[src/include/cpu_consts.svh]
// CPU core constants
`ifndef CPU_CONSTS_SVH
`define CPU_CONSTS_SVH

`define WORD_W     16  // data and instruction width
`define REG_COUNT  8   // general registers, R7 doubles as stack register
`define MEM_DEPTH  256 // words of system memory

// opcode field in the instruction word
`define OPC_HI     15
`define OPC_LO     11

// bit positions inside flags_t
`define FLAG_C     0
`define FLAG_Z     1
`define FLAG_N     2
`define FLAG_V     3

`endif

[src/hw/cpuTypesPkg.sv]
// CPU data types
`default_nettype none

`include "cpu_consts.svh"

package cpuTypesPkg;

	typedef logic [`WORD_W-1:0] word_t;                  // one bus / register word
	typedef logic [$clog2(`REG_COUNT)-1:0] regAddr_t;    // register number
	typedef logic [7:0] opcodeByte_t;                    // upper byte of IR

	// carry, zero, negative, overflow at the FLAG_* positions
	typedef logic [3:0] flags_t;

	typedef logic [$clog2(`MEM_DEPTH)-1:0] memAddr_t;    // word index into memory

endpackage

`default_nettype wire

[src/hw/opcodesPkg.sv]
// Control encodings
`default_nettype none

`include "cpu_consts.svh"

package opcodesPkg;

	typedef enum logic [2:0] {
		aluAdd, aluAdc, aluSub, aluAnd, aluOr, aluXor,
		aluPassB // forwards op1, used to move Rd into ALUOUT for stores
	} aluFunctions_t;

	typedef enum logic [1:0] {pcLr, pcAluOut, pcSysBus, pcInc} pcSelect_t;
	typedef enum logic {op1Rd1, op1Pc} op1Select_t;
	typedef enum logic {op2Rd2, op2Imm} op2Select_t;
	typedef enum logic {immShort, immLong} immSelect_t;   // ir[4:0] or ir[7:0], signed
	typedef enum logic {wdSys, wdAlu} wdSelect_t;
	typedef enum logic [1:0] {rs1Rd, rs1Ra, rs1Seven} rs1Select_t;
	typedef enum logic {lrPc, lrSys} lrSelect_t;          // lrPc takes the current pc

	// instruction word: opcode[15:11] rd[10:8] ra[7:5] rb[4:2]
	// short imm is [4:0], long imm is [7:0]
	// code 0 is not assigned and executes as a no-op
	typedef enum logic [`OPC_HI-`OPC_LO:0] {
		ADD  = 5'b00001, // rd = ra + rb
		ADC  = 5'b00010, // rd = ra + rb + c
		SUB  = 5'b00011, // rd = ra - rb, c set means no borrow
		AND  = 5'b00100,
		OR   = 5'b00101,
		XOR  = 5'b00110,
		ADDI = 5'b00111, // rd = rd + long imm
		LDW  = 5'b01000, // rd = mem[ra + short imm]
		STW  = 5'b01001, // mem[ra + short imm] = rd
		BR   = 5'b10000, // pc = pc + long imm, pc already points past the branch
		BZ   = 5'b10001,
		BNZ  = 5'b10010,
		BL   = 5'b10011, // lr = return address, then branch
		RET  = 5'b10100, // pc = lr
		HALT = 5'b11111
	} instr_t;

	typedef enum logic [2:0] {
		fetchAddr, fetchRead, decode, execute,
		memAddr, memAccess, writeBack, halt
	} ctrlState_t;

endpackage

`default_nettype wire

[src/hw/controller.sv]
// Multicycle control FSM
`timescale 1ns/1ps
`default_nettype none

`include "cpu_consts.svh"

module controller (
	input  wire                        Clock,
	input  wire                        rstN,
	input  wire cpuTypesPkg::opcodeByte_t opcode,
	input  wire cpuTypesPkg::flags_t   flags,
	output opcodesPkg::aluFunctions_t  aluOp,
	output opcodesPkg::pcSelect_t      pcSel,
	output opcodesPkg::op1Select_t     op1Sel,
	output opcodesPkg::op2Select_t     op2Sel,
	output opcodesPkg::immSelect_t     immSel,
	output opcodesPkg::wdSelect_t      wdSel,
	output opcodesPkg::rs1Select_t     rs1Sel,
	output opcodesPkg::lrSelect_t      lrSel,
	output logic aluEn, aluWe, lrEn, lrWe, pcEn, pcWe, irWe, regWe, memRe,
	output logic                       cFlag,
	output logic                       addrWe,
	output logic                       memWe,
	output logic                       halted
);

	opcodesPkg::ctrlState_t state, nextState;
	opcodesPkg::instr_t     instr;
	cpuTypesPkg::flags_t    flagReg;
	logic flagWe, isAlu, isMem, isBranch, taken;

	assign instr = opcodesPkg::instr_t'(opcode[`OPC_HI-(`WORD_W-8):`OPC_LO-(`WORD_W-8)]);
	assign isAlu = instr inside {opcodesPkg::ADD, opcodesPkg::ADC, opcodesPkg::SUB,
	    opcodesPkg::AND, opcodesPkg::OR, opcodesPkg::XOR, opcodesPkg::ADDI};
	assign isMem = instr inside {opcodesPkg::LDW, opcodesPkg::STW};
	assign isBranch = instr inside {opcodesPkg::BR, opcodesPkg::BZ, opcodesPkg::BNZ,
	    opcodesPkg::BL};
	assign taken = (instr == opcodesPkg::BZ)  ?  flagReg[`FLAG_Z] :
	               (instr == opcodesPkg::BNZ) ? !flagReg[`FLAG_Z] : 1'b1;
	assign cFlag = flagReg[`FLAG_C];

	// reset parks in decode with IR clear, which is a no-op
	always_ff @(posedge Clock) begin
		if (!rstN) begin
			state   <= opcodesPkg::decode;
			flagReg <= '0;
		end else begin
			state <= nextState;
			if (flagWe)
				flagReg <= flags;
		end
	end

	always_comb begin
		{aluEn, aluWe, lrEn, lrWe, pcEn, pcWe, irWe, regWe, memRe} = '0;
		{addrWe, memWe, flagWe, halted} = '0;
		pcSel  = opcodesPkg::pcInc;
		wdSel  = opcodesPkg::wdAlu;
		lrSel  = opcodesPkg::lrPc;
		op1Sel = opcodesPkg::op1Rd1;
		op2Sel = opcodesPkg::op2Rd2;
		immSel = opcodesPkg::immShort;
		rs1Sel = opcodesPkg::rs1Ra;
		nextState = state;

		// operand routing follows the instruction in every state
		case (instr)
			opcodesPkg::ADC: aluOp = opcodesPkg::aluAdc;
			opcodesPkg::SUB: aluOp = opcodesPkg::aluSub;
			opcodesPkg::AND: aluOp = opcodesPkg::aluAnd;
			opcodesPkg::OR:  aluOp = opcodesPkg::aluOr;
			opcodesPkg::XOR: aluOp = opcodesPkg::aluXor;
			default:         aluOp = opcodesPkg::aluAdd;
		endcase
		if (instr == opcodesPkg::ADDI) begin
			rs1Sel = opcodesPkg::rs1Rd;
			op2Sel = opcodesPkg::op2Imm;
			immSel = opcodesPkg::immLong;
		end else if (isMem) begin
			op2Sel = opcodesPkg::op2Imm;     // ra + short offset
		end else if (isBranch) begin
			op1Sel = opcodesPkg::op1Pc;
			op2Sel = opcodesPkg::op2Imm;
			immSel = opcodesPkg::immLong;
		end

		case (state)
			opcodesPkg::fetchAddr: begin
				pcEn      = 1'b1;
				addrWe    = 1'b1;
				nextState = opcodesPkg::fetchRead;
			end
			opcodesPkg::fetchRead: begin
				memRe     = 1'b1;
				irWe      = 1'b1;
				pcWe      = 1'b1;            // pc + 1
				nextState = opcodesPkg::decode;
			end
			opcodesPkg::decode: begin
				if (isAlu || isMem || isBranch || instr == opcodesPkg::RET)
					nextState = opcodesPkg::execute;
				else if (instr == opcodesPkg::HALT)
					nextState = opcodesPkg::halt;
				else
					nextState = opcodesPkg::fetchAddr;
			end
			opcodesPkg::execute: begin
				aluWe     = isAlu || isMem;
				nextState = opcodesPkg::fetchAddr;
				if (isAlu)
					nextState = opcodesPkg::writeBack;
				else if (isMem)
					nextState = opcodesPkg::memAddr;
				else if (isBranch) begin
					pcSel = opcodesPkg::pcAluOut;
					pcWe  = taken;
					lrWe  = (instr == opcodesPkg::BL); // old pc is the return address
				end else begin
					pcSel = opcodesPkg::pcLr;     // RET straight from lr
					pcWe  = 1'b1;
				end
			end
			opcodesPkg::memAddr: begin
				aluEn  = 1'b1;
				addrWe = 1'b1;
				if (instr == opcodesPkg::STW) begin
					rs1Sel = opcodesPkg::rs1Rd;   // store data into ALUOUT
					aluOp  = opcodesPkg::aluPassB;
					aluWe  = 1'b1;
				end
				nextState = opcodesPkg::memAccess;
			end
			opcodesPkg::memAccess: begin
				memRe     = (instr == opcodesPkg::LDW);
				aluEn     = (instr == opcodesPkg::STW);
				memWe     = (instr == opcodesPkg::STW);
				nextState = opcodesPkg::writeBack;
			end
			opcodesPkg::writeBack: begin
				if (instr == opcodesPkg::LDW) begin
					memRe = 1'b1;
					wdSel = opcodesPkg::wdSys;
					regWe = 1'b1;
				end else if (isAlu) begin
					aluEn  = 1'b1;
					regWe  = 1'b1;
					flagWe = 1'b1;  // after the write, so ADC still sees the old carry
				end
				nextState = opcodesPkg::fetchAddr;
			end
			default: halted = 1'b1;       // halt holds forever
		endcase
	end

endmodule

`default_nettype wire

[config.mk]
export PLATFORM = sky130hd
export DESIGN_NAME = controller
export DESIGN_NICKNAME = d
export VERILOG_FILES = /design/src/hw/cpuTypesPkg.sv /design/src/hw/opcodesPkg.sv /design/src/hw/controller.sv
export VERILOG_INCLUDE_DIRS = /design/src /design/src/include
export SDC_FILE = /design/constraint.sdc
export NUM_CORES = 1
export LEC_CHECK = 0
export BUFFER_PORTS_ARGS = -buffer_cell sky130_fd_sc_hd__buf_2
export CORE_MARGIN = 4
export CORE_UTILIZATION = 38
export DETAILED_ROUTE_END_ITERATION = 7
export GPL_ROUTABILITY_DRIVEN = 0
export MAX_ROUTING_LAYER = met4
export PLACE_DENSITY = 0.8
export SYNTH_ARGS = -nofsm -noshare
export SYNTH_HDL_FRONTEND = slang
export SYNTH_SLANG_ARGS = --single-unit
[constraint.sdc]
create_clock -name Clock -period 1.3 [get_ports Clock]
set_clock_uncertainty 0.15 [all_clocks]
set_input_delay 0.13 -clock Clock [delete_from_list [all_inputs] [get_ports Clock]]
set_output_delay 0.13 -clock Clock [all_outputs]
set_load 0.01 [all_outputs]
* Word-level counts from Yosys, hierarchy flattened
Cells that the tools add are included.
** Cells by class
- Reduce and logical (&&, ||, !) cells :: 11
- Equality and inequality tests :: 21
- Multiplexer cells :: 48
** Operator list (count)
- 1-bit 2-to-1 mux :: 31
- 5-bit == test (second input constant) :: 6
- 3-bit case mux with 7 select lines :: 1
- 5-bit by 3-bit == test with 1-bit output (second input constant) :: 4
- 3-bit 2-to-1 mux :: 6
- 3-bit case mux with 5 select lines :: 1
- 7-bit nonzero test :: 2
- 5-bit by 2-bit == test with 1-bit output (second input constant) :: 2
- 5-bit by 4-bit == test with 1-bit output (second input constant) :: 2
- 2-bit 2-to-1 mux :: 5
- 3-bit == test (second input constant) :: 3
- 7-bit OR reduction :: 1
- 3-bit by 2-bit == test with 1-bit output (second input constant) :: 2
- 1-bit case mux with 3 select lines :: 2
- 5-bit by 1-bit == test with 1-bit output (second input constant) :: 1
- 1-bit case mux with 2 select lines :: 2
- 4-bit nonzero test :: 1
- 3-bit by 1-bit == test with 1-bit output (second input constant) :: 1
- 3-bit logical NOT :: 1
- 1-bit logical OR :: 3
- 2-bit nonzero test :: 1
- 2-bit OR reduction :: 1
- 1-bit logical NOT :: 1
** Word-level totals
- Output and inout bits :: 25
- Flip-flop bits (word level) :: 5

* Logic depth before layout (Yosys ltp)
Gate-level depths: netlist of run 1.
- Word-level depth :: 7
- Mapped depth :: 5

* Worst setup path before layout of run 1
No wires, ideal clock.
- Path type :: register to output
- Start point :: reg state[1]
- End point :: out pcWe
- Stages on the path, launching flop included :: 5
- Arrival :: 1.166 ns
- Setup slack :: -0.146 ns
- Cell sequence :: dfxtp_1 > clkbuf_1 > nand3_1 > nand2b_1 > o22ai_1
** Between the ends
- Cells in the longest elaborated chain, start to end :: 2
- Elaborated cells on any way between the ends :: 3
** Ends and longest elaborated chain
- start: declaration :: RTL line controller.sv:27 : opcodesPkg::ctrlState_t state, nextState;
- start signal: assignment :: RTL line controller.sv:45 : state <= opcodesPkg::decode;
- start signal: assignment :: RTL line controller.sv:48 : state <= nextState;
- 3-bit by 2-bit == test with 1-bit output / 3-bit by 1-bit == test with 1-bit output (equally long branches) :: RTL line controller.sv:87 : case (state)
- 1-bit case mux with 2 select lines (*) :: RTL line controller.sv:87
- end: declaration :: RTL line controller.sv:20 : output logic aluEn, aluWe, lrEn, lrWe, pcEn, pcWe, irWe, regWe, memRe,
Mark *: on every way between the ends. The rest lies on a longest branch, timed or not.

* Worst setup path after layout of run 1
- Start point :: reg state[0]
- End point :: out rs1Sel[0]
** Between the ends
- Cells in the longest elaborated chain, start to end :: 2
** Ends and longest elaborated chain
- 3-bit == test :: RTL line controller.sv:87
- 2-bit 2-to-1 mux :: RTL line controller.sv:87
- end: declaration :: RTL line controller.sv:18 : output opcodesPkg::rs1Select_t rs1Sel,
Every way passes these cells.

==> flow_summary_export.csv, run 1 <==
group,metric,value,unit
status,status,"finished, violations left",
status,violations,"negative setup slack",
drt,firstDrtPassIters,4,
critical_path,critical_path_class,"reg -> out",
die,dieArea,2400,um^2
timing,rsz0062_at_grt,"yes",
die,die_x,49.0,um
yosys,synth_area,638,um^2
yosys,synth_ff_type,"dfxtp_1",
placed_design,portBuffers,30,
power_and_ir_drop,peakVddDrop,0.000789,V
die,dieHeight,49.0,um
yosys,ys_ff_latch,5,
cts,cts-root-buf,"clkbuf_4",
grt,grt_pass1_wl,4790,um
yosys,syn_inst,97,
placed_design,place_area,997,um^2
drt,drc_errors,0,
grt,grt_pass1_vias,1012,
cts,cts_max_level,1,
grt,grt_overflow,0,
layout,design_area,1440,um^2
die,io_pins,39,
cts,cts_buffers,3,
drt,viasPerCell,5.91,
power_and_ir_drop,p_leak,0.712,nW
critical_path,cp_slowest_cell,"dfxtp_4",
critical_path,end_kind,"output pin",
timing,fmaxAchievable,626,MHz
critical_path,slowest_delay,0.42,ns
layout,final_nets,186,
yosys,synth_cell_types,33,
drt,drt-total-wl,3550,um
drt,drt_iter0_drc,23,
yosys,async_reset_ff_frac,0,
cts,worstSkewPairLatency,0.25,ns
critical_path,startpoint_type,"flip-flop",
timing,fin_ws,-0.298,ns
critical_path,critPathMaxFanout,7,
layout,diodes,0,
power_and_ir_drop,total_power,1.09,mW
cts,cts.sinks,5,
min_path,hold_path_class,"in -> reg",
critical_path,path_buf_inv,2,
die,row_count,14,
layout,postLayoutCoreUtil,0.932,
grt,grt_usage,0.254,
timing,hold_viol_final,0,
drt,postRouteAntennaNets,0,
yosys,synth_edf_count,0,
die,design.core.area,1540,um^2
layout,drive_gt1_frac,0.661,
timing,drv_slew,0,
power_and_ir_drop,p_per_area,756,nW/um^2
yosys,synth_area_per_cell,6.58,um^2
cts,cts_tree,"built",
timing,finalCriticalPeriod,1.60,ns
critical_path,cp.arrival,1.32,ns
yosys,yosysWarnings,0,
layout,area_growth,125,%
job,max_cap_viol_count,0,
layout,mostFrequentLayoutCell,"buf_4",
cts,clkSlewWorstSetupHoldPaths,0.04,ns
yosys,yosysSeqAreaShare,0.157,
timing,fin_hold_ws,0.00666,ns
min_path,min-delay-start,"flags[0]",
grt,grt_antenna_before_repair,0,
drt,routedWlPerCell,19.0,um
critical_path,crit_family,"flip-flops",
critical_path,reg2reg_from,"state[0]",
die,start_util,0.414,
grt,grt_max_degree,10,
layout,layout_common_cells,"buf_4, buf_2, buf_6, nand2_1, nand2b_4",
placed_design,dp_hpwl,1800,um
critical_path,cp-startpoint,"state[0]",
critical_path,path_cells,"buf_4 -> nor2_4 -> nand2b_4 -> a21boi_0 -> buf_2",
cts,clockBufferDepth,2,
timing,setup-violations-final,20,
critical_path,required,1.02,ns
timing,finalCritPeriodShare,1.23,
drt,vias,1106,
==> area by class of cell <==
type / instances / area (um^2)
clock buffer: 4 / 26.3
fill: 54 / 105
inverter: 4 / 20.0
multi-input combinational: 79 / 617
sequential: 5 / 113
tap: 16 / 20.0
timing repair buffer: 79 / 641
==> path summary, 6_finish.rpt <==
kind                      to  slack [ns]  cells past startpoint
setup / recovery   rs1Sel[0]       -0.30                      5
hold / removal    flagReg[0]       0.007                      3
setup reg to reg  flagReg[1]       -0.19                      5
hold reg to reg   flagReg[0]        0.37                      2
==> per-layer routing <==
layer  global-route usage  share of wire  up-vias
met1                0.297           0.36      516
met4               0.0628          0.037        0
met5                    -              0        -
met2                0.441           0.52       87
li1                     -              -      487
met3               0.0489          0.089       16
==> through the flow <==
| step | instances | setup slack, ns | setup TNS (ns) |
|---|---|---|---|
| after global placement | 166 | -0.147 | -1.31 |
| after detailed placement | 166 | -0.218 | -1.90 |
| after floorplan | 99 | -0.0480 | -0.0842 |
| after CTS | 180 | -0.261 | -1.91 |
| final | 187 | -0.298 | -3.24 |
| after global routing | 187 | -0.354 | -4.45 |
==> registers in the layout (all words and copies together) (netlist names) <==
| register | cells |
|---|---|
| state | 3 |
| flagReg | 2 |
==> logic make-up after synthesis <==
group,Yosys count,share of synthesized area
mux,4,0.0627
other cells,1,0.00588
buf+inv,15,0.116
flops,5,0.157
simple gates,50,0.433
xor+xnor,1,0.0137
compound gates,21,0.212
==> synthesized netlist by cell type (2+ instances only) <==
master,count,area share
nand3b_1,3,0.035
nor2b_1,2,0.020
or2_1,3,0.029
o22ai_1,2,0.020
nor3_1,2,0.016
nor3_2,2,0.031
nor2_1,10,0.059
a21oi_1,5,0.039
nand2_1,7,0.041
buf_2,5,0.039
nor4_1,2,0.020
dfxtp_1,5,0.16
mux2i_1,4,0.063
buf_4,3,0.035
o21ai_0,3,0.024
inv_1,4,0.024
and3_1,2,0.020
a21o_1,2,0.024
nand2b_1,8,0.078
nand4_1,3,0.029
nand3_1,4,0.031
o211ai_1,3,0.035
clkbuf_1,3,0.018
==> what timing repair did <==
item                                    CTS  global route
hold buffers                              2             0
pin swaps                                11            11
hold endpoints to repair                  2             0
buffers inserted                          8             8
resized for setup                        47            26
endpoints found under the setup margin   21            24
==> worst reg2reg max path, cell delays in order, from the launching register on <==
cell	delay [ns]
dfxtp_4	0.38
nand3b_1	0.22
buf_4	0.17
nor3_4	0.18
mux2i_1	0.21
nor2b_1	0.06
==> power by group <==
| part | total (mW) | internal [mW] | switching (mW) |
|---|---|---|---|
| Combinational | 0.679 | 0.372 | 0.307 |
| Sequential | 0.221 | 0.175 | 0.0455 |
| Clock | 0.187 | 0.116 | 0.0704 |
Note: power is estimated with default switching activity, not from simulation.
==> run 2, diff against run 1 <==
--- a/config.mk
+++ b/config.mk
@@ -6,13 +6,13 @@
 export SDC_FILE = /design/constraint.sdc
 export NUM_CORES = 1
 export LEC_CHECK = 0
-export BUFFER_PORTS_ARGS = -buffer_cell sky130_fd_sc_hd__buf_2
+export BUFFER_PORTS_ARGS = -buffer_cell sky130_fd_sc_hd__buf_4
 export CORE_MARGIN = 4
-export CORE_UTILIZATION = 38
+export CORE_UTILIZATION = 42
 export DETAILED_ROUTE_END_ITERATION = 7
 export GPL_ROUTABILITY_DRIVEN = 0
 export MAX_ROUTING_LAYER = met4
-export PLACE_DENSITY = 0.8
+export PLACE_DENSITY = 0.83
 export SYNTH_ARGS = -nofsm -noshare
 export SYNTH_HDL_FRONTEND = slang
 export SYNTH_SLANG_ARGS = --single-unit
==> constraint.sdc (replaced) <==
create_clock -name Clock -period 1.67 [get_ports Clock]
set_clock_uncertainty 0.15 [all_clocks]
set_input_delay 0.167 -clock Clock [delete_from_list [all_inputs] [get_ports Clock]]
set_output_delay 0.167 -clock Clock [all_outputs]
set_load 0.01 [all_outputs]
==> run 2 against run 1 <==
The run now ends clean. Worst setup slack gained 0.37 ns. Non-clock buffer count shrank 44. Critical path depth shrank 1. Utilization shrank 25 points. Sequential share of layout area grew 3.9 points. First-iteration DRC count grew 8.7%. Global-route usage shrank 6.5 points. Clock power shrank 22%. Sequential power shrank 26%. Register-to-register slack gained 0.53 ns.
==> flow_summary_export.csv, run 2 (synthesized netlist as in run 1, its figures left out) <==
group,metric,value,unit
status,status,"finished, final reports clean",
critical_path,required,1.35,ns
die,io_pins,39,
cts,clkSlewWorstSetupHoldPaths,0.05,ns
critical_path,reg2reg_from,"state[0]",
drt,viasPerCell,5.66,
layout,final_nets,142,
timing,drv_slew,0,
layout,reg_top3,"state (3), flagReg (2)",
grt,grt_usage,0.190,
cts,clockBufferDepth,2,
drt,postRouteAntennaNets,0,
drt,drc_errors,0,
layout,layout_common_cells,"buf_4, nor2_1, nand2b_1, nand2_1, a21oi_1",
critical_path,reg2reg_slack,0.34,ns
critical_path,cp-startpoint,"flagReg[1]",
critical_path,critPathCapture,"pcWe",
die,dieArea,2210,um^2
critical_path,critical_path_class,"reg -> out",
drt,vias,804,
critical_path,startpoint_type,"flip-flop",
power_and_ir_drop,p_leak,0.437,nW
cts,cts-root-buf,"clkbuf_4",
die,dieHeight,47.0,um
layout,top_register,"state",
timing,fin_ws,0.0766,ns
cts,cts.sinks,5,
drt,routedWlPerCell,13.3,um
grt,grt_max_degree,14,
critical_path,path_cells,"or3b_1 -> a21oi_1 -> o22ai_1 -> buf_4",
cts,worstSkewPairLatency,0.25,ns
critical_path,ff2ff_path_depth,4,
timing,setup-violations-final,0,
critical_path,cp_slowest_cell,"or3b_1",
layout,drive_gt1_frac,0.370,
critical_path,cp.arrival,1.28,ns
die,design.core.area,1370,um^2
critical_path,critPathMaxFanout,3,
timing,hold_viol_final,0,
timing,finalCritPeriodShare,0.954,
grt,grt_antenna_before_repair,0,
drt,drt_iter0_drc,25,
placed_design,dp_slack,0.0739,ns
layout,largest_reg_flops,3,
die,die_x,47.0,um
power_and_ir_drop,p_per_area,621,nW/um^2
timing,tns,0,ns
placed_design,dp_hpwl,1450,um
cts,cts_buffers,3,
layout,fill_cells,125,
cts,cts_tree,"built",
layout,mostFrequentLayoutCell,"buf_4",
cts,cts_max_level,1,
critical_path,slowest_delay,0.37,ns
grt,grt_pass1_vias,660,
layout,diodes,0,
critical_path,reg2reg_to,"flagReg[1]",
drt,firstDrtPassIters,4,
power_and_ir_drop,peakVddDrop,0.000425,V
placed_design,portBuffers,30,
min_path,hold_path_class,"in -> reg",
job,max_cap_viol_count,0,
layout,area_growth,45.1,%
drt,drt-total-wl,1890,um
die,row_count,13,
grt,grt_overflow,0,
grt,grt_pass1_wl,2950,um
timing,fmaxAchievable,628,MHz
die,start_util,0.467,
critical_path,end_kind,"output pin",
timing,finalCriticalPeriod,1.59,ns
timing,rsz0062_at_grt,"no",
run 2: timing repair:
| action | in CTS | in global routing |
|---|---|---|
| buffers inserted | 0 | 1 |
| pin swaps | 0 | 1 |
| gates resized for setup | 4 | 5 |
| setup endpoints to repair | 6 | 7 |
| endpoints found under the hold margin | 0 | 1 |
| hold buffers | 0 | 1 |
run 2: worst min-delay path by stage:
stage	from	endpoint	slack [ns]	cells past startpoint
2_1_floorplan	rstN	state[1]	0.11	1
3_3_place_gp	rstN	state[1]	0.26	2
3_5_place_dp	rstN	state[1]	0.26	2
4_1_cts	rstN	state[1]	0.0005	2
5_1_grt	flags[0]	flagReg[0]	0.05	3
6_report	flags[0]	flagReg[0]	0.03	3
run 2: metal layers:
metal / part of all wire / track usage / vias up
li1: - / - / 395
met1: 0.39 / 0.237 / 371
met2: 0.52 / 0.293 / 34
met3: 0.076 / 0.0575 / 4
met4: 0.013 / 0.0552 / 0
met5: 0 / - / -
run 2: critical path, delay by kind of cell (launching register included):
family | cells | cell delay (ns)
AO/OA/AOI/OAI | 2 | 0.20
buffers and inverters | 1 | 0.14
flip-flops | 1 | 0.32
AND/OR/NAND/NOR | 1 | 0.37
run 2: where the power goes:
part / total (mW) / internal, mW / switching, mW
clock network: 0.146 / 0.0871 / 0.0584
registers: 0.164 / 0.136 / 0.0273
logic: 0.266 / 0.129 / 0.137
total: 0.575 / 0.352 / 0.223
run 2: layout make-up:
class	instances	area, um^2	share of cell area
multi-input cells	79	493	0.532
flip-flops and latches	5	109	0.118
well taps	15	18.8	0.0203
clock inverters	1	5.00	0.00541
clock buffers	3	22.5	0.0243
repair buffers	35	263	0.284
inverters	4	15.0	0.0162
run 2: stage by stage:
stage / cells / util / cell area, um^2 / power (mW) / hold WS [ns]
after floorplan: 99 / - / 646 / 0.310 / 0.106
after global placement: 136 / 0.625 / 853 / 0.396 / 0.264
after detailed placement: 136 / 0.625 / 853 / 0.406 / 0.265
after CTS: 140 / 0.653 / 892 / 0.562 / 0.000541
after global routing: 142 / 0.678 / 926 / 0.621 / 0.0466
final: 142 / 0.678 / 926 / 0.575 / 0.0320
